## config.mk

```make
export PLATFORM = sky130hd
export DESIGN_NAME = linear_search_top
export DESIGN_NICKNAME = d
export VERILOG_FILES = /design/src/source/apb_map_pkg.sv /design/src/source/search_pkg.sv /design/src/source/linear_search_top.sv /design/src/source/apb_regs.sv /design/src/source/result_arbiter.sv /design/src/source/search_ctrl.sv /design/src/source/feistel_cipher.sv
export SDC_FILE = /design/constraint.sdc
export NUM_CORES = 1
export LEC_CHECK = 0
export BUFFER_PORTS_ARGS = -buffer_cell sky130_fd_sc_hd__buf_4
export CORE_AREA = 5 5 360 291
export CTS_BUF_LIST = sky130_fd_sc_hd__clkbuf_4 sky130_fd_sc_hd__clkbuf_8
export DETAILED_ROUTE_END_ITERATION = 10
export DIE_AREA = 0 0 365 296
export PLACE_DENSITY_LB_ADDON = 0.15
export SYNTH_ARGS = -nofsm -noshare
export SYNTH_HDL_FRONTEND = slang
export SYNTH_SLANG_ARGS = --single-unit
```

## constraint.sdc

```tcl
create_clock -name clk -period 10.15 [get_ports clk]
set_clock_uncertainty 0.15 [all_clocks]
set_input_delay 2.03 -clock clk [delete_from_list [all_inputs] [get_ports clk]]
set_output_delay 2.03 -clock clk [all_outputs]
set_load 0.005 [all_outputs]
```

## src/source/apb_map_pkg.sv

```systemverilog
`default_nettype none

// APB bus types and the per-engine register map
package apb_map_pkg;

    typedef logic [7:0]  paddr_t;
    typedef logic [31:0] pdata_t;

    parameter paddr_t ENGINE_STRIDE = 8'h20;   // One window per engine

    parameter paddr_t REG_CMD    = 8'h00;
    parameter paddr_t REG_REGION = 8'h04;
    parameter paddr_t REG_STATUS = 8'h08;      // bit0 busy, bit1 result_valid, bit2 test_mode
    parameter paddr_t REG_HITS   = 8'h0C;
    parameter paddr_t REG_CT_LO  = 8'h10;
    parameter paddr_t REG_CT_HI  = 8'h14;

endpackage

`default_nettype wire

```

## src/source/search_pkg.sv

```systemverilog
`default_nettype none

// Types shared by the search engines and the register block
package search_pkg;

    typedef logic [63:0] block_t;   // Plaintext or ciphertext
    typedef logic [31:0] half_t;    // Feistel half, also a round key
    typedef logic [31:0] region_t;  // Region as written over APB
    typedef logic [31:0] hits_t;

    // Engine command codes
    typedef enum logic [2:0] {
        NONE       = 3'd0,
        SET_REGION = 3'd1,
        START      = 3'd2,
        TEST       = 3'd3,
        RESTART    = 3'd4,
        ADVANCE    = 3'd5
    } cmd_t;

endpackage

`default_nettype wire
```

## src/source/linear_search_top.sv

```systemverilog
`timescale 1ns/1ps
`default_nettype none

module linear_search_top
    import search_pkg::*, apb_map_pkg::*;
#(
    parameter int     ROUNDS      = 8,
    parameter int     COUNT_W     = 16,
    parameter block_t KEY         = 64'h0F1E_2D3C_4B5A_6978,
    parameter block_t MASK_I      = 64'h2104_0080_0000_0000,
    parameter block_t MASK_O      = 64'h0000_0000_2104_0080,
    parameter int     NUM_ENGINES = 2
) (
    input  logic   clk,
    input  logic   rst_n,
    input  logic   psel,
    input  logic   penable,
    input  logic   pwrite,
    input  paddr_t paddr,
    input  pdata_t pwdata,
    output pdata_t prdata,
    output logic   pready,
    output logic   pslverr
);

    localparam int IDX_W = (NUM_ENGINES > 1) ? $clog2(NUM_ENGINES) : 1;

    logic [NUM_ENGINES-1:0] cmd_valid;
    cmd_t                   cmd [NUM_ENGINES];
    region_t                region [NUM_ENGINES];
    logic [NUM_ENGINES-1:0] busy;
    logic [NUM_ENGINES-1:0] test_mode;
    cmd_t                   last_cmd [NUM_ENGINES];
    logic [NUM_ENGINES-1:0] res_req;
    logic [NUM_ENGINES-1:0] res_grant;
    hits_t                  res_hits [NUM_ENGINES];
    block_t                 res_ct [NUM_ENGINES];
    logic                   wr_en;
    logic [IDX_W-1:0]       wr_engine;
    hits_t                  wr_hits;
    block_t                 wr_ct;

    apb_regs #(
        .NUM_ENGINES (NUM_ENGINES),
        .IDX_W       (IDX_W)
    ) apb_regs_inst (
        .clk       (clk),
        .rst_n     (rst_n),
        .psel      (psel),
        .penable   (penable),
        .pwrite    (pwrite),
        .paddr     (paddr),
        .pwdata    (pwdata),
        .prdata    (prdata),
        .pready    (pready),
        .pslverr   (pslverr),
        .cmd_valid (cmd_valid),
        .cmd       (cmd),
        .region    (region),
        .busy      (busy),
        .test_mode (test_mode),
        .last_cmd  (last_cmd),
        .wr_en     (wr_en),
        .wr_engine (wr_engine),
        .wr_hits   (wr_hits),
        .wr_ct     (wr_ct)
    );

    for (genvar e = 0; e < NUM_ENGINES; e++) begin : g_engine
        search_ctrl #(
            .ROUNDS  (ROUNDS),
            .COUNT_W (COUNT_W),
            .KEY     (KEY),
            .MASK_I  (MASK_I),
            .MASK_O  (MASK_O)
        ) search_ctrl_inst (
            .clk       (clk),
            .rst_n     (rst_n),
            .cmd_valid (cmd_valid[e]),
            .cmd       (cmd[e]),
            .region    (region[e]),
            .busy      (busy[e]),
            .test_mode (test_mode[e]),
            .last_cmd  (last_cmd[e]),
            .res_req   (res_req[e]),
            .res_grant (res_grant[e]),
            .res_hits  (res_hits[e]),
            .res_ct    (res_ct[e])
        );
    end

    result_arbiter #(
        .NUM_ENGINES (NUM_ENGINES),
        .IDX_W       (IDX_W)
    ) result_arbiter_inst (
        .clk       (clk),
        .rst_n     (rst_n),
        .req       (res_req),
        .hits      (res_hits),
        .ct        (res_ct),
        .grant     (res_grant),
        .wr_en     (wr_en),
        .wr_engine (wr_engine),
        .wr_hits   (wr_hits),
        .wr_ct     (wr_ct)
    );

endmodule

`default_nettype wire

```

## src/source/apb_regs.sv

```systemverilog
`timescale 1ns/1ps
`default_nettype none

module apb_regs
    import search_pkg::*, apb_map_pkg::*;
#(
    parameter int NUM_ENGINES = 2,
    parameter int IDX_W       = 1
) (
    input  logic                   clk,
    input  logic                   rst_n,
    input  logic                   psel,
    input  logic                   penable,
    input  logic                   pwrite,
    input  paddr_t                 paddr,
    input  pdata_t                 pwdata,
    output pdata_t                 prdata,
    output logic                   pready,
    output logic                   pslverr,
    output logic [NUM_ENGINES-1:0] cmd_valid,
    output cmd_t                   cmd [NUM_ENGINES],
    output region_t                region [NUM_ENGINES],
    input  logic [NUM_ENGINES-1:0] busy,
    input  logic [NUM_ENGINES-1:0] test_mode,
    input  cmd_t                   last_cmd [NUM_ENGINES],
    input  logic                   wr_en,
    input  logic [IDX_W-1:0]       wr_engine,
    input  hits_t                  wr_hits,
    input  block_t                 wr_ct
);

    paddr_t                 eng_sel;
    paddr_t                 offset;
    logic                   eng_ok;
    logic                   off_ok;
    logic                   access;
    logic                   wr_access;
    logic [NUM_ENGINES-1:0] accepted;
    logic [NUM_ENGINES-1:0] res_valid;
    hits_t                  res_hits [NUM_ENGINES];
    block_t                 res_ct [NUM_ENGINES];

    // Mirrors the engine's acceptance rules
    function automatic logic cmd_accepted(input cmd_t c, input logic bsy, input logic tm);
        case (c)
            RESTART:                 return 1'b1;
            SET_REGION, START, TEST: return !bsy && !tm;
            ADVANCE:                 return !bsy && tm;
            default:                 return 1'b0;
        endcase
    endfunction

    assign eng_sel   = paddr / ENGINE_STRIDE;
    assign offset    = paddr % ENGINE_STRIDE;
    assign eng_ok    = eng_sel < paddr_t'(NUM_ENGINES);
    assign access    = psel && penable;
    assign wr_access = access && pwrite && eng_ok && off_ok;
    assign pready    = 1'b1;                          // No wait states
    assign pslverr   = access && !(eng_ok && off_ok);

    always_comb begin
        case (offset)
            REG_CMD, REG_REGION, REG_STATUS, REG_HITS, REG_CT_LO, REG_CT_HI: off_ok = 1'b1;
            default: off_ok = 1'b0;
        endcase
    end

    always_comb begin
        for (int e = 0; e < NUM_ENGINES; e++) begin
            cmd_valid[e] = wr_access && offset == REG_CMD && eng_sel == paddr_t'(e);
            cmd[e]       = cmd_t'(pwdata[2:0]);
            accepted[e]  = cmd_valid[e] && cmd_accepted(cmd[e], busy[e], test_mode[e]);
        end
    end

    always_ff @(posedge clk) begin
        if (!rst_n) begin
            for (int e = 0; e < NUM_ENGINES; e++) begin
                region[e] <= '0;
            end
        end else begin
            for (int e = 0; e < NUM_ENGINES; e++) begin
                if (wr_access && offset == REG_REGION && eng_sel == paddr_t'(e)) begin
                    region[e] <= pwdata;
                end
            end
        end
    end

    // Shared result bank
    always_ff @(posedge clk) begin
        if (wr_en) begin
            res_hits[wr_engine] <= wr_hits;
            res_ct[wr_engine]   <= wr_ct;
        end
    end

    always_ff @(posedge clk) begin
        if (!rst_n) begin
            res_valid <= '0;
        end else begin
            for (int e = 0; e < NUM_ENGINES; e++) begin
                if (accepted[e]) begin  // Any new command retires the old result
                    res_valid[e] <= 1'b0;
                end else if (wr_en && wr_engine == IDX_W'(e)) begin
                    res_valid[e] <= 1'b1;
                end
            end
        end
    end

    always_comb begin
        prdata = '0;
        for (int e = 0; e < NUM_ENGINES; e++) begin
            if (eng_sel == paddr_t'(e)) begin
                case (offset)
                    REG_CMD:    prdata = pdata_t'(last_cmd[e]);
                    REG_REGION: prdata = region[e];
                    REG_STATUS: prdata = pdata_t'({test_mode[e], res_valid[e], busy[e]});
                    REG_HITS:   prdata = res_hits[e];
                    REG_CT_LO:  prdata = res_ct[e][31:0];
                    REG_CT_HI:  prdata = res_ct[e][63:32];
                    default:    prdata = '0;
                endcase
            end
        end
    end

endmodule

`default_nettype wire

```

## src/source/result_arbiter.sv

```systemverilog
`timescale 1ns/1ps
`default_nettype none

module result_arbiter
    import search_pkg::*;
#(
    parameter int NUM_ENGINES = 2,
    parameter int IDX_W       = 1
) (
    input  logic                   clk,
    input  logic                   rst_n,
    input  logic [NUM_ENGINES-1:0] req,
    input  hits_t                  hits [NUM_ENGINES],
    input  block_t                 ct [NUM_ENGINES],
    output logic [NUM_ENGINES-1:0] grant,
    output logic                   wr_en,
    output logic [IDX_W-1:0]       wr_engine,
    output hits_t                  wr_hits,
    output block_t                 wr_ct
);

    logic [IDX_W-1:0] ptr_q;  // Highest priority this cycle

    always_comb begin
        int idx;
        grant     = '0;
        wr_en     = 1'b0;
        wr_engine = '0;
        for (int i = 0; i < NUM_ENGINES; i++) begin
            idx = int'(ptr_q) + i;
            if (idx >= NUM_ENGINES) begin
                idx = idx - NUM_ENGINES;
            end
            if (!wr_en && req[idx]) begin  // First requester from the pointer on
                wr_en     = 1'b1;
                wr_engine = IDX_W'(idx);
            end
        end
        if (wr_en) begin
            grant[wr_engine] = 1'b1;
        end
        wr_hits = hits[wr_engine];
        wr_ct   = ct[wr_engine];
    end

    always_ff @(posedge clk) begin
        if (!rst_n) begin
            ptr_q <= '0;
        end else if (wr_en) begin
            ptr_q <= (int'(wr_engine) == NUM_ENGINES - 1) ? '0 : wr_engine + 1'b1;
        end
    end

endmodule

`default_nettype wire

```

## src/source/search_ctrl.sv

```systemverilog
`timescale 1ns/1ps
`default_nettype none

module search_ctrl
    import search_pkg::*;
#(
    parameter int     ROUNDS  = 8,
    parameter int     COUNT_W = 16,
    parameter block_t KEY     = '0,
    parameter block_t MASK_I  = '0,
    parameter block_t MASK_O  = '0
) (
    input  logic    clk,
    input  logic    rst_n,
    input  logic    cmd_valid,
    input  cmd_t    cmd,
    input  region_t region,
    output logic    busy,
    output logic    test_mode,
    output cmd_t    last_cmd,
    output logic    res_req,
    input  logic    res_grant,
    output hits_t   res_hits,
    output block_t  res_ct
);

    typedef enum logic [2:0] {
        IDLE,
        RUN_ENC,
        RUN_NEXT,
        POST_FINAL,
        TEST_ENC,
        TEST_POST,
        TEST_HOLD
    } state_t;

    state_t             state;
    region_t            region_q;
    logic [COUNT_W-1:0] count_q;
    hits_t              hits_q;
    logic               enc_start;
    logic               enc_done;
    logic               ct_ready;
    logic               is_hit;
    block_t             plaintext;
    block_t             ciphertext;

    assign plaintext = block_t'({region_q, count_q});  // Region above the count
    assign is_hit    = (^(plaintext & MASK_I)) == (^(ciphertext & MASK_O));
    assign ct_ready  = enc_done && !enc_start;          // Ignore a done left over from an abort

    assign busy      = (state != IDLE) && (state != TEST_HOLD);
    assign test_mode = (state == TEST_ENC) || (state == TEST_POST) || (state == TEST_HOLD);

    always_ff @(posedge clk) begin
        if (!rst_n) begin
            state     <= IDLE;
            count_q   <= '0;
            hits_q    <= '0;
            enc_start <= 1'b0;
            res_req   <= 1'b0;
            last_cmd  <= NONE;
        end else if (cmd_valid && cmd == RESTART) begin  // Abort from any state
            state     <= IDLE;
            hits_q    <= '0;
            enc_start <= 1'b0;
            res_req   <= 1'b0;
            last_cmd  <= RESTART;
        end else begin
            enc_start <= 1'b0;
            case (state)
                IDLE: begin
                    if (cmd_valid) begin
                        case (cmd)
                            SET_REGION: last_cmd <= SET_REGION;
                            START: begin
                                count_q   <= '0;
                                hits_q    <= '0;
                                enc_start <= 1'b1;
                                state     <= RUN_ENC;
                                last_cmd  <= START;
                            end
                            TEST: begin
                                count_q   <= '0;
                                enc_start <= 1'b1;
                                state     <= TEST_ENC;
                                last_cmd  <= TEST;
                            end
                            default: ;
                        endcase
                    end
                end
                RUN_ENC: begin
                    if (ct_ready) begin
                        if (is_hit) begin
                            hits_q <= hits_q + 1'b1;
                        end
                        if (&count_q) begin  // Region exhausted
                            res_req <= 1'b1;
                            state   <= POST_FINAL;
                        end else begin
                            state <= RUN_NEXT;
                        end
                    end
                end
                RUN_NEXT: begin
                    count_q   <= count_q + 1'b1;
                    enc_start <= 1'b1;
                    state     <= RUN_ENC;
                end
                POST_FINAL: begin
                    if (res_grant) begin
                        res_req <= 1'b0;
                        state   <= IDLE;
                    end
                end
                TEST_ENC: begin
                    if (ct_ready) begin
                        res_req <= 1'b1;
                        state   <= TEST_POST;
                    end
                end
                TEST_POST: begin
                    if (res_grant) begin
                        res_req <= 1'b0;
                        state   <= TEST_HOLD;
                    end
                end
                TEST_HOLD: begin
                    if (cmd_valid && cmd == ADVANCE) begin  // Step one plaintext
                        count_q   <= count_q + 1'b1;
                        enc_start <= 1'b1;
                        state     <= TEST_ENC;
                        last_cmd  <= ADVANCE;
                    end
                end
                default: state <= IDLE;
            endcase
        end
    end

    always_ff @(posedge clk) begin
        if (state == IDLE && cmd_valid && cmd == SET_REGION) begin
            region_q <= region;
        end
        if (ct_ready && state == RUN_ENC) begin
            res_hits <= hits_q + hits_t'(is_hit);  // Total including this plaintext
            res_ct   <= ciphertext;
        end else if (ct_ready && state == TEST_ENC) begin
            res_hits <= hits_t'(count_q);          // Test record carries the count
            res_ct   <= ciphertext;
        end
    end

    feistel_cipher #(
        .ROUNDS (ROUNDS),
        .KEY    (KEY)
    ) cipher_inst (
        .clk        (clk),
        .rst_n      (rst_n),
        .start      (enc_start),
        .plaintext  (plaintext),
        .ciphertext (ciphertext),
        .done       (enc_done)
    );

endmodule

`default_nettype wire

```

## src/source/feistel_cipher.sv

```systemverilog
`timescale 1ns/1ps
`default_nettype none

module feistel_cipher
    import search_pkg::*;
#(
    parameter int     ROUNDS = 8,
    parameter block_t KEY    = '0
) (
    input  logic   clk,
    input  logic   rst_n,
    input  logic   start,
    input  block_t plaintext,
    output block_t ciphertext,
    output logic   done
);

    localparam int RW = (ROUNDS > 1) ? $clog2(ROUNDS) : 1;

    // PRESENT S-box, entry 0 in the low nibble
    localparam logic [63:0] SBOX = 64'h2174_8FE3_DA09_B65C;

    half_t         left_q;
    half_t         right_q;
    half_t         round_key;
    logic [RW-1:0] round_q;
    logic          running;

    // S-box on every nibble, then rotate left by 3
    function automatic half_t round_f(input half_t x, input half_t k);
        half_t t;
        half_t s;
        t = x ^ k;
        for (int n = 0; n < 8; n++) begin
            s[n*4 +: 4] = SBOX[{t[n*4 +: 4], 2'b00} +: 4];
        end
        return {s[28:0], s[31:29]};
    endfunction

    assign round_key  = round_q[0] ? KEY[31:0] : KEY[63:32];  // Odd rounds use the low word
    assign ciphertext = {left_q, right_q};                     // No final swap

    always_ff @(posedge clk) begin
        if (!rst_n) begin
            running <= 1'b0;
            done    <= 1'b0;
            round_q <= '0;
        end else begin
            done <= 1'b0;
            if (start) begin
                running <= 1'b1;
                round_q <= '0;
            end else if (running) begin
                round_q <= round_q + 1'b1;
                if (round_q == RW'(ROUNDS - 1)) begin  // Last round
                    running <= 1'b0;
                    done    <= 1'b1;
                end
            end
        end
    end

    always_ff @(posedge clk) begin
        if (start) begin
            {left_q, right_q} <= plaintext;
        end else if (running) begin
            left_q  <= right_q;
            right_q <= left_q ^ round_f(right_q, round_key);
        end
    end

endmodule

`default_nettype wire

```

After elaboration in Yosys (flattened, before gate mapping):

Memories as Yosys holds them, arrays and structs flattened.
Index checks and enable logic that the tools add are counted.

* bits in registers: 573
* memory bits (writable): 192
* input bits: 45
* word-level logic and storage cells: 364
* memories kept: 2

Memory list
* apb_regs_inst.res_ct: words 2, bits a word 64, read ports 2, clocked after Yosys merged registers in 0, wr ports 1, line apb_regs.sv:41 `block_t res_ct [NUM_ENGINES];`
* apb_regs_inst.res_hits: words 2, bits a word 32, read ports 2, clocked after Yosys merged registers in 0, wr ports 1, line apb_regs.sv:40 `hits_t res_hits [NUM_ENGINES];`

* add/sub/neg operators: 12
* $lt $le $gt $ge: 8
* eq/ne operators: 61
* shift operators: 16
* multiplexer cells: 116
* bitwise operators: 11
* reduce and logical (&&, ||, !) cells: 101

Operator list (count)
* $shiftx A64 B7 Y4 const A: 16
* $mux W32: 22
* $mux W64: 7
* $pmux W32 S6: 2
* $reduce_xor A64 Y1: 4
* $mux W16: 9
* $pmux W32 S2: 2
* $pmux W16 S3: 2
* $add A32 B1 Y32: 2
* $add A32 B1 Y32 const B: 2
* $lt A32 B3 Y1 const B: 2
* $xor A32 B31 Y32: 2
* $xor A32 B32 Y32: 2
* $mux W31: 2
* $mux W3: 18
* $pmux W3 S7: 2
* $logic_and A1 B1 Y1: 38
* $mux W1: 38
* $add A16 B1 Y16 const B: 2
* $ge A32 B3 Y1 const B: 1
* $reduce_and A16 Y1: 2
* $sub A32 B3 Y32 const B: 1
* $eq A3 B3 Y1 const B: 10
* $reduce_and A5 Y1: 6
* 39 further kinds: 131

Longest topological paths before layout:

* word-level depth: 16
* mapped depth: 12
* mapped depth without buffers: 10

By module:

From an unflattened synthesis, not the netlist that was laid out.

* cells, all modules: 3199
* area, all modules: 37707.4 um^2

Modules (own cells, without submodules)
* apb_regs: times used 1, cells each 870, area an instance 10909.2 um^2
* search_ctrl (g_engine[0].search_ctrl_inst): times used 1, cells each 681, area an instance 7911.3 um^2
* search_ctrl (g_engine[1].search_ctrl_inst): times used 1, cells each 664, area an instance 7836.3 um^2
* feistel_cipher (g_engine[1].search_ctrl_inst.cipher_inst): times used 1, cells each 435, area an instance 4926.0 um^2
* feistel_cipher (g_engine[0].search_ctrl_inst.cipher_inst): times used 1, cells each 434, area an instance 4913.5 um^2
* result_arbiter: times used 1, cells each 115, area an instance 1211.2 um^2

Worst setup path after synthesis:

OpenSTA, ideal clock, no wires.

* kind: register -> register
* start: register g_engine[0].search_ctrl_inst.state[2]
* end: register g_engine[0].search_ctrl_inst.res_ct[0], enable pin
* data arrival time: 7.402 ns
* data required time: 9.332 ns
* slack: 1.930 ns
* stages on the path, launching flop included: 5
* cell sequence: dfxtp_1 clkbuf_1 clkbuf_1 xnor2_1 nor3_1

* word-level cells in the longest chain between the ends: 3
* elaborated cells on any way between the ends: 5
* those cells by class: 2 x eq/ne; 3 x reduce/logical

RTL lines
* start: declaration: line search_ctrl.sv:37 `state_t state;`
* start signal: assignment: line search_ctrl.sv:57 `state <= IDLE;`
* start signal: assignment: line search_ctrl.sv:64 `state <= IDLE;`
* start signal: assignment: line search_ctrl.sv:80 `state <= RUN_ENC;`
* $eq A3 B3 Y1 or $eq A3 B1 Y1 (tied branches): line search_ctrl.sv:149, search_ctrl.sv:146
* $logic_and A1 B1 Y1, on equally long branches: line search_ctrl.sv:149, search_ctrl.sv:146
* $reduce_bool A2 Y1 (no source line) *
* end signal: assignment: line search_ctrl.sv:148 `res_ct <= ciphertext;`
* end signal: assignment: line search_ctrl.sv:151 `res_ct <= ciphertext;`
* end: declaration: line search_ctrl.sv:24 `output block_t res_ct`

Every way passes the cells marked *; elsewhere a longest branch is shown, timed or not.
A chain may end at the register's enable or synchronous reset.

Final worst setup path:

* start: input port paddr[2]
* end: output port prdata[1]

* word-level cells in the longest chain between the ends: 4
* elaborated cells on any way between the ends: 10
* those cells by class: 5 x eq/ne; 4 x mux; 1 x reduce/logical

RTL lines
* start: declaration: line linear_search_top.sv:19 `input paddr_t paddr,`
* $eq A5 B5 Y1 (tied with other cells): line apb_regs.sv:116 `case (offset)`
* $pmux W32 S6: line apb_regs.sv:116
* $mux W32: line apb_regs.sv:115 `if (eng_sel == paddr_t'(e)) begin`
* $mux W32 *: line apb_regs.sv:115
* end: declaration: line linear_search_top.sv:21 `output pdata_t prdata,`

Marked as above.

==> impl_results.md <==
* Synth warn at 0
* Max stage delay on crit path at 1.15 ns
* Yosys reg bits at 765
* Post-place setup slack at 3.54 ns
* 1st-pass router iterations at 5
* PnR Total Power at 6.43 mW
* Worst Tran Pin Value at 1.36 ns
* Arrival time worst endpoint at 4.68 ns
* Largest family of logic cells by synthesized area: simple AND/OR/NAND/NOR gates
* Slew HR at 7.88%
* Area Overhead vs Synth at 13.0%
* CP max FO at 6
* CTS Buf Count at 132
* HP Class: flip-flop to flip-flop
* 1st-iter DRT viols at 2,691
* GRT Resource Usage Total at 21.8%
* Final setup violation count at 0
* Reg2Reg Depth at 10
* ANT nets after route at 0
* Adder-cell share of the synthesized area at 3.32%
* Top-level I/O count at 79
* Final Net Count at 3,390
* Cells after DPL at 4,443
* Post-route DRC at 0
* Max-cap violation count at 0
* Via count at 25,600
* CP max-delay cell: nor4b_1
* Die Ht at 296 um
* Post-synth EDFFs at 544
* Delay-heaviest family, CP: simple AND/OR/NAND/NOR gates
* Cell row count at 104
* Mapped Avg Cell Area at 10.9 um2
* Synth Area in Compound Gates at 10.7%
* Worst r2r dst: g_engine[1].search_ctrl_inst.res_hits[30]
* Fraction of layout cells with a size suffix above 1 at 13.0%
* Hold Path Origin: g_engine[1].search_ctrl_inst.last_cmd[2]
* Routability cong. at 0.861
* CTS Sinks at 765
* Clk buf depth at 3
* Worst Hold Depth at 2
* Gate Count Post-Synth at 3,208
* Overflow after GRT at 0
* Chip width at 365 um
* Clk root buf: clkbuf_8
* Starting Density at 34.9%
* Unrepaired setup endpoints after global routing: no
* Hold EP: g_engine[1].search_ctrl_inst.last_cmd[2]
* Most common flop cell mapped by yosys: edfxtp_1
* Post-Layout Cell Count at 4,689
* Vias/cell at 5.47
* DIE AREA at 108,000 um2
* Crit start category: input port
* Area of the core at 100,000 um2
* Largest net degree at the start of global routing at 98
* # hold bufs at CTS at 0
* Crit-path most repeated cell: buf_4
* # H-tree levels at 4
* DP HPWL at 82,800 um
* Mapped Area at 35,000 um2
* Max Slew Vio Count at 0
* XOR/XNOR Fraction of Synth Area at 5.28%
* Status: complete, no violations
* Fill count at 9,643
* PostCTS Resize Cnt at 0
* Leakage at 13.5 nW
* WP buf/inv at 2
* Reg2Reg Setup Slack at 5.49 ns
* Initial antenna violation count at 4
* Clk_lat worst skew at 0.84 ns
* Synth Area in Simple Gates at 15.0%
* Synth cell types at 70
* Setup slack after layout at 3.29 ns
* Crit share post-route at 67.6%
* PortBufs at 77
* Post-CTS Setup Repair Bufs at 0
* Crit path time final at 6.86 ns
* Cell chain of the critical path: buf_4 > or2_2 > nor4b_1 > a22oi_1 > nand2_1 > a221oi_1 > o22ai_1 > buf_4
* Routed WL per cell at 25.4 um
* Worst setup EP type: output pin
* Vias in the first global route at 24,500
* Mux contribution to synthesized area at 3.53%
* Sequential element share of the synthesized area at 59.3%
* Final hold violations at 0
* Clk slew on worst S/H paths at 0.06 ns
* Max Clk Rate at 0.146 GHz
* WP data required at 7.97 ns
* Syn_nets at 3,346
* WL final at 119,000 um
* Critical path type: input port to output pin
* Cell area power density at 162 nW/um2
* VDD IR max at 0.152 mV
* First-pass GRT wire length at 171,000 um
* Ys async rst share at 0%
* Setup_tns at 0 ns
* CTS tree: yes
layout make-up:
cell class                 instances  area (um2)  area share, %
antenna                            3        7.51         0.0190
tap                             1325        1660           4.19
clock buffer                     193        2370           6.00
sequential                       765       20800           52.5
inverter                          61         238          0.601
clock inverter                    50         392          0.990
timing repair buffer             108         811           2.05
multi-input combinational       2184       13300           33.7
Yosys cell counts, drive strengths merged, types with 4 or more instances:
cell type  number  area, um2
nor3           45        225
mux4           14        315
nor2          255        957
edfxtp        544      16300
dfxtp         221       4420
or3            29        181
nand3          63        315
inv            61        229
nor4b           4       35.0
clkbuf        162        608
or3b            4       35.0
a21oi         159        796
and4            9       78.8
o22ai          36        225
a21o            4       30.0
and3           21        131
a31oi          17        113
a211oi         23        173
o21a            9       67.6
a22o           58        508
nor2b          12       75.1
a221oi         64        567
o21ai         155        776
mux2i          46        460
nand4          37        231
mux2           41        462
or4             7       52.6
xor2          124       1090
or2            13       81.3
o211ai         11       82.6
nand2         645       2420
buf            36        170
xnor2          82        718
ha             93       1160
nor4           26        223
nand2b         13       81.3
and2            9       56.3
a22oi          19        143
registers in the layout, summed over array words and instances, names as in the netlist, 64 cells and up:
name and flops:
g_engine.search_ctrl_inst.res_hits 64, g_engine.search_ctrl_inst.hits_q 64, apb_regs_inst.res_hits 64, apb_regs_inst.region 64
g_engine.search_ctrl_inst.cipher_inst.left_q 64, g_engine.search_ctrl_inst.region_q 64, apb_regs_inst.res_ct 128, g_engine.search_ctrl_inst.cipher_inst.right_q 64
g_engine.search_ctrl_inst.res_ct 128
report_power, final:
group          internal [mW]  switching, mW  total (mW)
clock network           1.64           1.34        2.98
registers               3.32         0.0158        3.34
logic                 0.0398         0.0637       0.103
worst register-to-register path, cell delays in order (launching register included):
cell and delay, ns:
edfxtp_1 0.56, xnor3_1 0.53, xnor2_1 0.79, ha_1 0.29
ha_1 0.25, inv_1 0.06, or4_1 0.73, nor4_1 0.52
nand3_1 0.16, xor2_1 0.23, nor2_1 0.09
stage by stage:
step           hold slack (ns)  utilization [%]  area, um2
5_1_grt                  0.324             39.4      39600
6_report                 0.319             39.4      39600
3_3_place_gp             0.300             36.7      36800
2_1_floorplan            0.274                -      35000
4_1_cts                  0.313             39.4      39600
3_5_place_dp             0.303             36.7      36800
per-layer routing:
| layer | share of wire (%) | vias up | wire, um | track usage, % |
|---|---|---|---|---|
| met3 | 7.6 | 157 | 9070 | 3.88 |
| li1 | - | 11600 | - | - |
| met4 | 2.0 | 0 | 2370 | 5.80 |
| met5 | 0 | - | 0 | 0 |
| met2 | 43 | 1074 | 51400 | 32.6 |
| met1 | 47 | 12800 | 56200 | 32.8 |
how the worst max path moves through the flow:
stage / slack [ns] / to / start / cells past startpoint
floorplan: 1.93 / g_engine[0].search_ctrl_inst.res_ct[0] / g_engine[0].search_ctrl_inst.state[2] / 4
global placement: 3.57 / prdata[15] / paddr[7] / 7
detailed placement: 3.54 / prdata[1] / paddr[2] / 8
CTS: 3.52 / prdata[1] / paddr[2] / 8
global route: 3.27 / prdata[1] / paddr[2] / 8
finish: 3.29 / prdata[1] / paddr[2] / 8
logic make-up after synthesis:
group / after synthesis
simple gates: 1198
mux: 101
compound gates: 583
other cells: 1
xor+xnor: 208
flops: 765
buf+inv: 259
fa+ha+maj: 93
layout by cell type, fill, tap and decap left out, types with 23 or more instances in the layout:
cell type,n
nor3_1,43
mux2i_1,46
ha_1,93
inv_1,59
clkbuf_8,148
nand4_1,37
xnor2_1,82
o21ai_0,155
o22ai_1,36
nand3_1,63
clkinv_2,23
mux2_2,41
nand2_1,642
a22o_1,58
edfxtp_1,544
nor2_1,254
dfxtp_1,219
or3_1,29
a21oi_1,158
clkbuf_4,45
a211oi_1,23
a221oi_1,63
xor2_1,124
buf_4,108
No activity file was read; power rests on OpenSTA's default activity.
